`src/verilog/uart_rx_cfg_pkg.sv`:
```
`default_nettype none

package uart_rx_cfg_pkg;

  // --------------------
  // oversampling
  // --------------------
  localparam int unsigned OVERSAMPLE = 16;                  // baud ticks per bit
  localparam int unsigned TICK_CNT_W = $clog2(OVERSAMPLE);

  // sample points within one bit period
  localparam int unsigned START_MID    = 8;   // start bit confirmed here
  localparam int unsigned SAMPLE_POINT = 15;  // data and parity bits
  localparam int unsigned STOP_CHECK   = 14;  // stop bit level check
  localparam int unsigned STOP_END     = 15;
  localparam int unsigned WAIT_LIMIT   = 6;   // max ticks waiting for a high line

  // --------------------
  // widths
  // --------------------
  localparam int unsigned DATA_W     = 8;
  localparam int unsigned SHIFT_W    = DATA_W + 1;  // data plus parity
  localparam int unsigned BIT_CNT_W  = 4;
  localparam int unsigned FILTER_LEN = 3;           // majority voter depth

endpackage

`default_nettype wire

```
`src/verilog/rx_status.sv`:
```
`default_nettype none

module rx_status (
  input  wire                                clk,
  input  wire                                aresetn,
  input  wire                                rx_filtered,
  input  wire                                frame_done,
  input  wire                                stop_check,
  input  wire [uart_rx_cfg_pkg::DATA_W-1:0]  rx_data,
  input  wire                                parity_fail,
  input  wire                                read_rx_byte,
  input  wire                                clear_parity,
  input  wire                                clear_framing_error,
  output logic [uart_rx_cfg_pkg::DATA_W-1:0] rx_byte,
  output logic                               receive_full,
  output logic                               overflow,
  output logic                               parity_err,
  output logic                               framing_error
);

  logic load_byte;
  logic ovf_set;

  assign load_byte = frame_done && !receive_full;
  assign ovf_set   = frame_done && receive_full;  // old byte is kept

  // --------------------
  // byte register
  // --------------------
  always_ff @(posedge clk or negedge aresetn)
  begin
    if (!aresetn)
      rx_byte <= '0;
    else if (load_byte)
      rx_byte <= rx_data;
  end

  // --------------------
  // flags
  // --------------------
  // a set beats a clear in the same cycle
  always_ff @(posedge clk or negedge aresetn)
  begin
    if (!aresetn)
    begin
      receive_full  <= 1'b0;
      overflow      <= 1'b0;
      parity_err    <= 1'b0;
      framing_error <= 1'b0;
    end
    else
    begin
      if (frame_done)
        receive_full <= 1'b1;
      else if (read_rx_byte)
        receive_full <= 1'b0;

      if (ovf_set)
        overflow <= 1'b1;
      else if (read_rx_byte)
        overflow <= 1'b0;

      if (frame_done && parity_fail)
        parity_err <= 1'b1;
      else if (clear_parity)
        parity_err <= 1'b0;

      if (stop_check && !rx_filtered)
        framing_error <= 1'b1;  // stop bit seen low
      else if (clear_framing_error)
        framing_error <= 1'b0;
    end
  end

  a_overflow_needs_full: assert property (@(posedge clk) disable iff (!aresetn)
    overflow |-> receive_full);

endmodule

`default_nettype wire

```
`config.mk`:
```
export PLATFORM = sky130hd
export DESIGN_NAME = rx_status
export DESIGN_NICKNAME = d
export VERILOG_FILES = /design/src/verilog/uart_rx_cfg_pkg.sv /design/src/verilog/rx_status.sv
export SDC_FILE = /design/constraint.sdc
export NUM_CORES = 1
export LEC_CHECK = 0
export BUFFER_PORTS_ARGS = -buffer_cell sky130_fd_sc_hd__buf_2
export CAP_MARGIN = 20
export CELL_PAD_IN_SITES_DETAIL_PLACEMENT = 1
export CELL_PAD_IN_SITES_GLOBAL_PLACEMENT = 1
export CORE_ASPECT_RATIO = 1.1
export CORE_MARGIN = 2
export CORE_UTILIZATION = 27
export CTS_CLUSTER_DIAMETER = 150
export DETAILED_ROUTE_END_ITERATION = 16
export PLACE_DENSITY = 0.7
export REMOVE_ABC_BUFFERS = 1
export SLEW_MARGIN = 5
export SYNTH_ARGS = -nofsm -noshare
export SYNTH_HDL_FRONTEND = slang
export SYNTH_SLANG_ARGS = --single-unit
```
`constraint.sdc`:
```
create_clock -name clk -period 1.02 [get_ports clk]
set_input_delay 0 -clock clk [delete_from_list [all_inputs] [get_ports clk]]
set_output_delay 0 -clock clk [all_outputs]
set_load 0.02 [all_outputs]
```
=== After elaboration in Yosys (flattened, before gate mapping) ===
Index checks and enable logic that the tools add are counted.

* Input port bits: 17
* Register bits: 12
* Logic and storage cells: 22

* Reductions and logical operators: 10
* Mux-type cells: 7

{| class="wikitable"
|+ Operators by type and width
! operator !! count
|-
| 2-bit nonzero test || 4
|-
| 1-bit two-way mux || 7
|-
| 1-bit logical AND || 4
|-
| 1-bit logical NOT || 2
|}

=== Logic depth before layout (Yosys ltp) ===
Gate-level depths: netlist (run 1).

* Depth in word-level cells: 3
* Gate-level depth with buffers: 3
* Gate-level depth less buffers: 2

=== Worst setup path after synthesis (run 1) ===
No wires, ideal clock.

* Path type: reg2reg
* Start: register receive_full
* End: register rx_byte[0] (netlist bit)
* Clock period less this slack: 1174 ps
* Library setup time: 125 ps
* Arrival: 1049 ps
* Cell stages (with the launch flop): 4
* Setup slack: -154 ps
* Path buffers: 1
* Required time: 895 ps
* Cells stage by stage: dfrtp_1 nor2b_4 buf_6 mux2_4

* Cells in the longest elaborated chain, start to end: 2

{| class="wikitable"
|+ Ends and longest elaborated chain
! what !! RTL line !! text
|-
| start, declared || rx_status.sv:15 || <nowiki>output logic receive_full,</nowiki>
|-
| start signal, assigned || rx_status.sv:46 || <nowiki>receive_full <= 1'b0;</nowiki>
|-
| start signal, assigned || rx_status.sv:54 || <nowiki>receive_full <= 1'b1;</nowiki>
|-
| start signal, assigned || rx_status.sv:56 || <nowiki>receive_full <= 1'b0;</nowiki>
|-
| 1-bit logical NOT || rx_status.sv:24 || <nowiki>assign load_byte = frame_done && !receive_full;</nowiki>
|-
| 1-bit logical AND || rx_status.sv:24 ||
|-
| end signal, assigned || rx_status.sv:35 || <nowiki>rx_byte <= rx_data;</nowiki>
|-
| end, declared || rx_status.sv:14 || <nowiki>output logic [uart_rx_cfg_pkg::DATA_W-1:0] rx_byte,</nowiki>
|}

Every way passes these cells.
A chain may end at the register's enable or synchronous reset.

=== Worst setup path in the final report (run 1) ===
* Start: register receive_full
* End: register rx_byte[5] (netlist bit)

The elaborated chain is that of the path after synthesis.

==> results.md, run 1 <==
STA:
- Setup violations remaining at the end of the flow were counted as 8.
- Derived from the worst setup path, the maximum achievable clock frequency is 916 MHz.
- At the pin with the least slew margin, the transition time is 0.263 ns.
- The worst path uses 107% of the clock period.
- The worst clock skew is 0.00193 ns.
- Once routing completed, OpenROAD measured the worst setup slack at -0.0718 ns.
- The shortest clock period the worst path allows after layout is 1.09 ns.
- The relative slew slack is 82.4%.
- The smallest hold slack is 0.0632 ns.
- Setup repair after global routing could not meet its margin everywhere.
- The number of pins with negative max-slew slack in the final report was 0.
- The number of endpoints with negative hold slack in the final report is 0.

Route:
- Dividing the detail-routed via count by the number of cells gives 4.36.
- The first detailed-routing pass took 2 iterations.
- Summed over all layers, the routed wires come to 1250 um.
- For this block, wires on met1 add up to 490 um.
- The highest metal layer used by the detailed router is met4.
- The met3 wirelength from detailed routing is 104 um.
- The remaining antenna violation count is 0.
- The routed layout has 423 vias.
- The number of violations reported at the end of detailed-routing iteration 0 is 2.
- In the final routed layout, each cell accounts on average for 12.9 um.
- In the routed design, unresolved DRC markers number 0.
- The total met2 wirelength after detailed routing is 624 um.

Synth:
- After synthesis the netlist holds a flip-flop and latch count of 12.
- The number of enable flip-flop cells after synthesis is 0.
- By count the netlist is led by 12 x sky130_fd_sc_hd__dfrtp_1, 8 x sky130_fd_sc_hd__mux2_4, 4 x sky130_fd_sc_hd__inv_1.
- The most instantiated flip-flop cell in the synthesis netlist is sky130_fd_sc_hd__dfrtp_1.
- The Yosys step of the flow raised 0 warnings.
- Yosys mapped the design onto 10 distinct sky130hd cell types.
- For this run, asynchronously set or reset flops after synthesis account for 100%.
- Of all cell types, the one taking the most synthesized area is sky130_fd_sc_hd__dfrtp_1.
- The share of the Yosys chip area taken by registers is 60.8%.
- Counting every instance in the synthesized netlist gives 31.
- The top cell type's share of synthesized area is 60.8%.
- The most instantiated library cell after synthesis is sky130_fd_sc_hd__dfrtp_1.
- The average instance in the mapped netlist occupies 15.9 sq um.
- Summing every instance area after synthesis gives 494 sq um.
- Sorting the synthesized cells by area gives the leading types as sky130_fd_sc_hd__dfrtp_1 61%, sky130_fd_sc_hd__mux2_4 24%, sky130_fd_sc_hd__inv_1 3.0%.

Final layout:
- The finished layout holds 97 standard cells, fillers aside.
- Compared with the post-synthesis result, the final layout area differs by 74.4%.
- The ratio of cells with drive above 1 in the final layout is 57.0%.
- The final instance area is 862 sq um.
- In the final layout, flip-flops and latches occupy 300 sq um.
- The multi-input gate area in the final layout is 168 sq um.
- The final-stage net count is 97.
- The antenna diode count is 0.
- The total of fill cells in the finished design is 204.

Hold path:
- The worst min-delay path category is input port to register.

Floorplan:
- Measured along the x axis, the die boundary spans 44.8 um.
- 29 I/O pins were placed.
- The full die area is 2190 sq um.
- The number of core rows is 16.
- The height of the die is 48.9 um.
- The area inside the core boundary is 1760 sq um.
- For this configuration, the core starts out at a cell density of 28.1%.

Run status:
- The final reports fail on negative setup slack.
- The run finished, with violations left.

Global route:
- The global router's overall resource usage is 13.3%.
- The initial antenna violation count came to 0.
- Entering global routing, the biggest net connects 13 pins.
- The first global-routing pass estimated 1980 um of wire.
- The number of global-route vias before repair is 449.
- The aggregate global routing overflow is 0.

Clock network:
- The clock passes through at most 2 buffers.
- The clock tree root buffer cell is sky130_fd_sc_hd__clkbuf_4.
- The number of buffers created by CTS is 3.
- TritonCTS built the clock tree.
- The clock net sink count is 12.
- CTS built an H-tree with a depth of 1.
- Clock-pin slew was measured on the worst setup and hold paths at 0.07 ns.
- The latest clock arrival within the worst-skew pair is 0.28 ns.

Worst setup path:
- The nature of the critical path startpoint is a register.
- At the worst endpoint, the arrival time is 1.26 ns.
- The critical path capture point type is a register.
- In this run the worst path has a maximum fanout of 8.
- For the worst setup path, the data required time is 1.18 ns.
- The setup path with the least slack is of type register to register.

Place:
- After detailed placement, the total cell area comes to 673 sq um.
- Detailed placement finished with a half-perimeter wire length of 767 um.
- The number of placed cells counting well taps is 78.
- The routability-driven placement congestion ratio is 0.589.
- The count of buffers inserted at the top-level ports is 28.

Power and ir drop:
- The switching share of power is 28.5%.
- The worst-case IR drop observed on VDD is 0.763 mV.
- The leakage power of the design is 0.447 nW.
- For this design the ratio of total power to cell area is 1600 nW/um^2.
- In this run, the clock network consumes 27.8% of the power.
- For this design the total switching power over the nets is 392 uW.
- Cell internal power was estimated by the tool at 985 uW.
- The relative contribution of combinational cells to total power is 29.3%.
- The share of total power in sequential cells is 42.8%.

Job:
- The number of max-capacitance violations reported is 0.
area by class of cell:
class	instances	share of cell area, %
clock buffer	4	4.21
inverter	4	1.74
multi-input combinational	14	19.4
sequential	12	34.8
tap	18	2.61
timing repair buffer	45	37.2
power by group through the flow:
stage | sequential (mW) | clock (mW) | combinational, mW
global placement | 0.601 | 0 | 0.350
finish | 0.590 | 0.383 | 0.404
floorplan | 0.695 | 0 | 0.117
global route | 0.601 | 0.419 | 0.431
CTS | 0.591 | 0.400 | 0.404
detailed placement | 0.597 | 0 | 0.361
layout by cell type (no fill, tap or decap):
cell / synthesis / final
sky130_fd_sc_hd__buf_4: 0 / 2
sky130_fd_sc_hd__nand2_1: 1 / 1
sky130_fd_sc_hd__o21ai_0: 1 / 1
sky130_fd_sc_hd__buf_2: 0 / 27
sky130_fd_sc_hd__dfrtp_1: 12 / 12
sky130_fd_sc_hd__mux2_4: 8 / 8
sky130_fd_sc_hd__clkbuf_8: 0 / 1
sky130_fd_sc_hd__clkbuf_4: 0 / 3
sky130_fd_sc_hd__o22ai_1: 1 / 1
sky130_fd_sc_hd__a22o_2: 1 / 1
sky130_fd_sc_hd__a21o_2: 1 / 1
sky130_fd_sc_hd__nor2b_4: 1 / 1
sky130_fd_sc_hd__buf_12: 0 / 1
sky130_fd_sc_hd__inv_1: 4 / 4
sky130_fd_sc_hd__dlygate4sd3_1: 0 / 15
registers in the layout (all words and copies together) (netlist names):
signal	count
receive_full	1
overflow	1
parity_err	1
rx_byte	8
framing_error	1
per-stage QoR:
stage,power [mW],setup WS (ns),util [%],setup TNS [ns]
global route,1.45,-0.0992,48.9,-0.739
CTS,1.40,-0.0779,48.8,-0.587
global placement,0.951,-0.0475,38.2,-0.379
floorplan,0.812,-0.199,-,-1.59
detailed placement,0.957,-0.0708,38.2,-0.529
finish,1.38,-0.0718,48.9,-0.524
path summary, 6_finish.rpt:
kind	start	to	slack, ns	cells after the start
setup / recovery	receive_full	rx_byte[5]	-0.07	3
hold reg to reg	overflow	overflow	0.50	1
hold / removal	read_rx_byte	overflow	0.06	3
min in group asynchronous	aresetn	rx_byte[6]	0.12	2
max in group asynchronous	aresetn	rx_byte[5]	0.69	2
setup reg to reg	receive_full	rx_byte[5]	-0.07	3
worst max-delay path, stage by stage (launching register included):
cell and delay, ns:
sky130_fd_sc_hd__dfrtp_1 0.41, sky130_fd_sc_hd__nor2b_4 0.13, sky130_fd_sc_hd__buf_12 0.14, sky130_fd_sc_hd__mux2_4 0.30
repair_timing:
action | in CTS | in global routing
endpoints found under the hold margin | 24 | 0
buffers inserted | 0 | 0
hold buffers | 15 | 0
setup endpoints to repair | 8 | 9
gates resized for setup | 0 | 1
logic make-up after synthesis:
family | synth area share, %
flip-flops | 60.8
buffers and inverters | 5.32
AND/OR/NAND/NOR | 3.54
multiplexers | 24.3
AO/OA/AOI/OAI | 6.08
routing by layer:
layer	vias up	track usage (%)
li1	198	-
met2	25	21.3
met4	0	8.82
met1	196	14.8
met3	4	3.70
met5	-	0
Note: power is estimated with default switching activity, not from simulation.
==> inputs of run 2 (changes only) <==
--- a/config.mk
+++ b/config.mk
@@ -11,10 +11,10 @@
 export CELL_PAD_IN_SITES_GLOBAL_PLACEMENT = 1
 export CORE_ASPECT_RATIO = 1.1
 export CORE_MARGIN = 2
-export CORE_UTILIZATION = 27
+export CORE_UTILIZATION = 33
 export CTS_CLUSTER_DIAMETER = 150
 export DETAILED_ROUTE_END_ITERATION = 16
-export PLACE_DENSITY = 0.7
+export PLACE_DENSITY = 0.8
 export REMOVE_ABC_BUFFERS = 1
 export SLEW_MARGIN = 5
 export SYNTH_ARGS = -nofsm -noshare
==> constraint.sdc (replaced) <==
create_clock -name clk -period 1.35 [get_ports clk]
set_input_delay 0 -clock clk [delete_from_list [all_inputs] [get_ports clk]]
set_output_delay 0 -clock clk [all_outputs]
set_load 0.02 [all_outputs]
==> run 2 against run 1 <==
Effect of this change:
- the run now ends clean
- worst setup slack better by 0.22 ns
- sequential cell count stayed put
- clock power is 43% lower
- routed wire length is 10% lower
- combinational power is 28% lower
- global-route usage is 2.3 points higher
- critical path type is now input port to register
==> results.md, run 2 (synthesized netlist as in run 1, its figures left out) <==
Final layout:
- The number of antenna diodes in the final layout is 0.
- The most flop-heavy register is rx_byte.
- The flip-flop count of the largest register, all copies and words added is 8.
- The net count of the finished layout is 94.
- For this run, the number of standard cells in the final layout without fillers is 91.
- The library cell used most frequently in the layout, excluding fill and tap cells, is sky130_fd_sc_hd__buf_2.
- Summing all multi-input logic gate instances after layout gives 168 sq um.
- The total of fill cells in the finished design is 160.
- Across the whole layout, storage elements account for 300 sq um.
- The ratio of cells with drive above 1 in the final layout is 56.0%.
- From synthesis to final layout, the design area changed by 63.0%.
- Leaving out fill and tap cells, the most frequent cells in the layout are 28 x sky130_fd_sc_hd__buf_2, 14 x sky130_fd_sc_hd__dlygate4sd3_1, 12 x sky130_fd_sc_hd__dfrtp_1.

Route:
- The final wirelength is 1120 um.
- The average wire per standard cell is 12.3 um.
- For this block, the initial DRC count from the detailed router was 2.
- The remaining routing DRC violations is 0.
- In this run the remaining antenna-violating nets after routing total 0.
- The number of iterations in the first detailed-routing pass is 3.
- Across all layers, the routed design uses 391 vias.
- The number of vias per cell after detailed routing is 4.30.

Floorplan:
- From left edge to right edge, the die measures 40.9 um.
- The number of primary I/O pins is 29.
- The area inside the core boundary is 1380 sq um.
- The height of the die is 44.6 um.
- The full die area is 1820 sq um.
- The initial core utilization is 35.7%.
- The number of core rows is 14.

Worst setup path:
- On the critical path, the stage with the largest delay is an instance of sky130_fd_sc_hd__dlygate4sd3_1.
- The data arrival time of the critical path is 1.36 ns.
- At the worst endpoint, the required time is 1.50 ns.
- The worst setup path is of the input port to register kind.
- Together, buffers and inverters on the worst path number 3.
- The cell type group with the largest total delay on the critical path is buffers and inverters.
- The largest stage delay on the critical path is 0.55 ns.
- In this design, the critical path's most frequently occurring cell is sky130_fd_sc_hd__dlygate4sd3_1.
- The worst setup path is captured at a register.
- The nature of the critical path startpoint is an input port.
- Traced cell by cell, the critical path runs through dlygate4sd3_1 -> buf_2 -> nand2_1 -> o21ai_0 -> dlygate4sd3_1.
- Of all nets on the critical path, the largest fanout is 4.

Global route:
- The aggregate global routing overflow is 0.
- The largest net degree at the start of global routing is 13.
- The initial antenna violation count is 0.
- The global router's overall resource usage is 15.5%.
- The number of global-route vias before repair is 422.
- The global-route wire length before repair is 1850 um.

STA:
- The worst path uses 88.9% of the clock period.
- The number of pins with negative max-slew slack in the final report is 0.
- For the pin with the worst max-slew slack, the measured transition is 0.317 ns.
- In this run the tightest slew margin relative to its limit is 78.9%.
- Setup violations remaining at the end of the flow were counted as 0.
- The tightest hold path in the finished design has a slack of 0.0251 ns.
- The number of endpoints with negative hold slack in the final report is 0.
- Subtracting the final worst setup slack from the clock period gives 1.20 ns.
- Setup repair after global routing left no endpoint under its margin.
- Based on the critical path, the design can be clocked at up to 833 MHz.
- The worst clock skew is 0.000538 ns.
- The final sum of negative setup slack is 0 ns.

Clock network:
- For the worst-skew pair, the clock arrives at the later sink with an insertion delay of 0.27 ns.
- Clock-pin slew was measured on the worst setup and hold paths at 0.07 ns.
- The clock tree root buffer cell is sky130_fd_sc_hd__clkbuf_4.
- The number of buffers created by CTS is 3.
- The clock passes through at most 2 buffers.
- The clock tree from TritonCTS is done.
- After clock tree synthesis, the setup repair step added 0 buffers.
- The tree built by TritonCTS fans out to 12 sinks.
- The number of H-tree levels is 1.

Power and ir drop:
- Dividing total power by cell area gives a power density of 1190 nW/um^2.
- The analysis attributes to cell leakage a power of 0.423 nW.
- The peak ir drop on the vdd network is 0.642 mV.

Place:
- The routability-driven placement congestion ratio is 0.573.
- In this run, placement finished with an instance count of 74.
- The count of buffers inserted at the top-level ports is 28.
- Summed over all nets, the half-perimeter wirelength after detailed placement is 802 um.

Run status:
- The run finished with clean final reports.

Job:
- The number of max-capacitance violations reported is 0.

Hold path:
- The worst min-delay path category is input port to register.
-- run 2: repair_timing --
action | CTS | global route
hold buffers | 14 | 0
endpoints found under the hold margin | 23 | 0
resized for setup | 0 | 0
-- run 2: worst register-to-register path, delay by kind of cell (launching register included) --
kind | cells | cell delay, ns
and+or+nand+nor | 1 | 0.31
DFF | 1 | 0.43
muxes | 1 | 0.33
-- run 2: where the power goes --
group | internal [mW] | switching, mW | total [mW]
logic | 0.156 | 0.135 | 0.292
registers | 0.416 | 0.0306 | 0.446
clock network | 0.103 | 0.115 | 0.218
-- run 2: final timing paths --
check	start	to	slack [ns]	depth (start not counted)
setup / recovery	frame_done	parity_err	0.15	5
hold / removal	read_rx_byte	receive_full	0.03	3
setup reg to reg	receive_full	rx_byte[5]	0.17	2
hold reg to reg	overflow	overflow	0.51	1
max in group asynchronous	aresetn	rx_byte[7]	1.02	2
min in group asynchronous	aresetn	rx_byte[4]	0.13	2
-- run 2: cell type report --
type,instances,area share (%)
inverters,4,1.86
multi-input cells,14,20.8
clock buffers,3,2.80
well taps,16,2.48
repair buffers,42,34.8
flip-flops and latches,12,37.3
-- run 2: metrics by stage --
| stage | util (%) | setup WS (ns) | power [mW] | instance area (sq um) |
|---|---|---|---|---|
| after floorplan | - | 0.131 | 0.614 | 483 |
| after global placement | 46.5 | 0.192 | 0.708 | 643 |
| after detailed placement | 46.5 | 0.167 | 0.714 | 643 |
| after CTS | 58.2 | 0.152 | 0.963 | 806 |
| after global routing | 58.2 | 0.0756 | 1.02 | 806 |
| final | 58.2 | 0.149 | 0.956 | 806 |
-- run 2: per-layer routing --
layer | vias up | routed length (um) | global-route usage, %
met5 | - | 0 | 0
met4 | 0 | 15 | 6.00
met3 | 2 | 87 | 5.03
met2 | 24 | 490 | 23.1
met1 | 175 | 525 | 20.3
li1 | 190 | - | -
==> inputs of run 3 (changes only) <==
--- a/config.mk
+++ b/config.mk
@@ -14,7 +14,7 @@
 export CORE_UTILIZATION = 33
 export CTS_CLUSTER_DIAMETER = 150
 export DETAILED_ROUTE_END_ITERATION = 16
-export PLACE_DENSITY = 0.8
+export PLACE_DENSITY = 0.83
 export REMOVE_ABC_BUFFERS = 1
 export SLEW_MARGIN = 5
 export SYNTH_ARGS = -nofsm -noshare
==> run 3 against run 2 <==
Effect of this change:
- first-iteration DRC count did not move
- utilization rose by 0.99 points
- die area did not move
- critical path type is now register to register
- critical endpoint is now rx_byte[6]
- largest cell class unchanged
==> results.md, run 3 (synthesized netlist as in run 1, its figures left out) <==
Run status:
- The flow ran to the end, and the final reports show no timing, DRC or antenna violations.

Worst setup path:
- Setup slack on the worst reg-to-reg path comes out at 0.15 ns.
- Along the worst path, the maximum fanout reaches 8.
- At the worst endpoint, the required time is 1.50 ns.
- The data arrival time of the critical path is 1.35 ns.
- The kind of critical path is register to register.
- STA classifies the critical path endpoint as a register.
- The worst setup path is launched from a register.

Clock network:
- The clock net sink count is 12.
- The clock tree root buffer cell is sky130_fd_sc_hd__clkbuf_4.
- The number of buffers created by CTS is 3.
- The clock reaches the later pin of the worst-skew pair after 0.26 ns.
- Hold repair after CTS inserted 14 buffers.
- The buffer count from post-CTS setup fixing is 0.
- The number of gates resized after CTS was 0.
- The maximum root-to-sink buffer count is 2.
- CTS built an H-tree with a depth of 1.
- TritonCTS built the clock tree.
- The clock transition at the registers of the reported paths is 0.07 ns.

Route:
- Wires add up to 1160 um.
- The remaining routing DRC violations is 0.
- The number of iterations in the first detailed-routing pass is 2.
- In the final routed layout, each cell accounts on average for 12.7 um.
- The via count is 403.
- The number of violations reported at the end of detailed-routing iteration 0 is 2.
- The number of vias per cell after detailed routing is 4.38.
- The detail route stage leaves a number of antenna-violating nets equal to 0.

Place:
- The number of placed instances, taps included, is 74.
- The routability-driven placement congestion ratio is 0.614.
- The count of buffers inserted at the top-level ports is 28.
- After detailed placement, the total cell area comes to 643 sq um.
- The detailed-placement wirelength estimate is 820 um.

Hold path:
- The tightest min-delay check is of the input port to register type.

Global route:
- The largest net degree at the start of global routing is 13.
- In the global route stage, overall resource usage came out at 15.3%.
- The global routing met3 resource utilization is 5.03%.
- The peak-usage layer in the global routing report is met2.
- The first global-routing pass estimated 1860 um of wire.
- The aggregate global routing overflow is 0.
- The number of global-route vias before repair is 441.
- Global routing consumed, on the met2 layer, 25.0% of the routing resources.
- The initial antenna violation count is 0.
- The global-route met1 utilization is 18.9%.

Power and ir drop:
- The switching share of power is 27.9%.
- The share of total power dissipated in combinational logic is 28.9%.
- The leakage power of the design is 0.430 nW.
- The clock group share of total power is 27.1%.
- Internal power comes to 736 uW.
- Dividing total power by cell area gives a power density of 1250 nW/um^2.
- The net load switching power is 285 uW.
- The peak ir drop on the vdd network is 0.523 mV.
- The share of total power in sequential cells is 44.0%.

Floorplan:
- In this run the standard cell core region covers 1380 sq um.
- The initial core utilization is 35.7%.
- Row generation in the floorplan step produced 14 rows.
- The chip width is 40.9 um.
- 29 I/O pins were placed.
- In this run the vertical extent of the chip is 44.6 um.
- The die covers 1820 sq um.

Final layout:
- After routing the design area is 820 sq um.
- More flip-flops sit in one register than any other, and that register is rx_byte.
- In the final layout, flip-flops and latches occupy 300 sq um.
- The total of fill cells in the finished design is 154.
- The antenna diode count is 0.
- The ratio of cells with drive above 1 in the final layout is 56.6%.
- In the final layout, the multi-input gates occupy 168 sq um.
- Once layout is complete, the cells apart from fillers number 92.
- The area growth from synthesis to layout is 65.8%.
- The final layout contains 94 nets.
- Leaving out fill and tap cells, the most frequent cell in the layout is sky130_fd_sc_hd__buf_2.
- Leaving out fill and tap cells, the most frequent cells in the layout are 28 x sky130_fd_sc_hd__buf_2, 14 x sky130_fd_sc_hd__dlygate4sd3_1, 12 x sky130_fd_sc_hd__dfrtp_1.
- The flip-flop count of the largest register, all copies and words added is 8.

STA:
- The share of the clock period used by the worst path after layout is 88.9%.
- The relative slew slack is 77.6%.
- For the pin with the worst max-slew slack, the measured transition is 0.335 ns.
- The number of pins with negative max-slew slack in the final report was 0.
- Subtracting the final worst setup slack from the clock period gives 1.20 ns.
- Across the routed clock network, the largest skew measured is 0.00324 ns.
- The number of endpoints with negative hold slack in the final report is 0.
- The highest clock rate is 833 MHz.
- Setup repair after global routing left no endpoint under its margin.
- Setup violations remaining at the end of the flow were counted as 0.
- After routing, the total negative slack on setup checks comes to 0 ns.

Job:
- The number of max-capacitance violations reported is 0.
## run 3: cell types whose count changed in the layout (fill, tap and decap cells not counted)
cell,before,now
sky130_fd_sc_hd__clkbuf_8,0,1
## run 3: per-layer routing
| layer | part of all wire (%) | vias to the layer above |
|---|---|---|
| li1 | - | 193 |
| met1 | 43 | 183 |
| met2 | 45 | 27 |
| met3 | 11 | 0 |
| met4 | 0 | 0 |
| met5 | 0 | - |
## run 3: worst paths after layout
check	end	depth (start not counted)	startpoint
max in group asynchronous	framing_error	2	aresetn
max reg2reg	rx_byte[6]	2	receive_full
max	rx_byte[6]	2	receive_full
min reg2reg	rx_byte[6]	1	rx_byte[6]
min	receive_full	3	read_rx_byte
min in group asynchronous	rx_byte[4]	2	aresetn
## run 3: worst max-delay path, cell delays in order, from the launching register on
cell and delay (ns):
sky130_fd_sc_hd__dfrtp_1 0.43, sky130_fd_sc_hd__nor2b_4 0.32, sky130_fd_sc_hd__mux2_4 0.33
## run 3: cell type report
cell class                 count  area share, %
multi-input combinational     14           20.5
inverter                       4           1.83
sequential                    12           36.6
timing repair buffer          42           34.2
clock buffer                   4           4.43
tap                           16           2.44
## run 3: power by group through the flow
stage | Sequential (mW) | Clock (mW) | Combinational [mW]
after floorplan | 0.525 | 0 | 0.0887
after global placement | 0.454 | 0 | 0.256
after detailed placement | 0.454 | 0 | 0.262
after CTS | 0.449 | 0.289 | 0.297
after global routing | 0.458 | 0.305 | 0.320
final | 0.449 | 0.276 | 0.295
## run 3: stage by stage
step / hold WS (ns) / utilization [%] / setup slack [ns] / power (mW)
floorplan: -0.296 / - / 0.131 / 0.614
global placement: -0.113 / 46.5 / 0.192 / 0.710
detailed placement: -0.110 / 46.5 / 0.142 / 0.716
CTS: 0.0134 / 59.2 / 0.126 / 1.03
global route: 0.0275 / 59.2 / 0.0923 / 1.08
finish: 0.0235 / 59.2 / 0.149 / 1.02
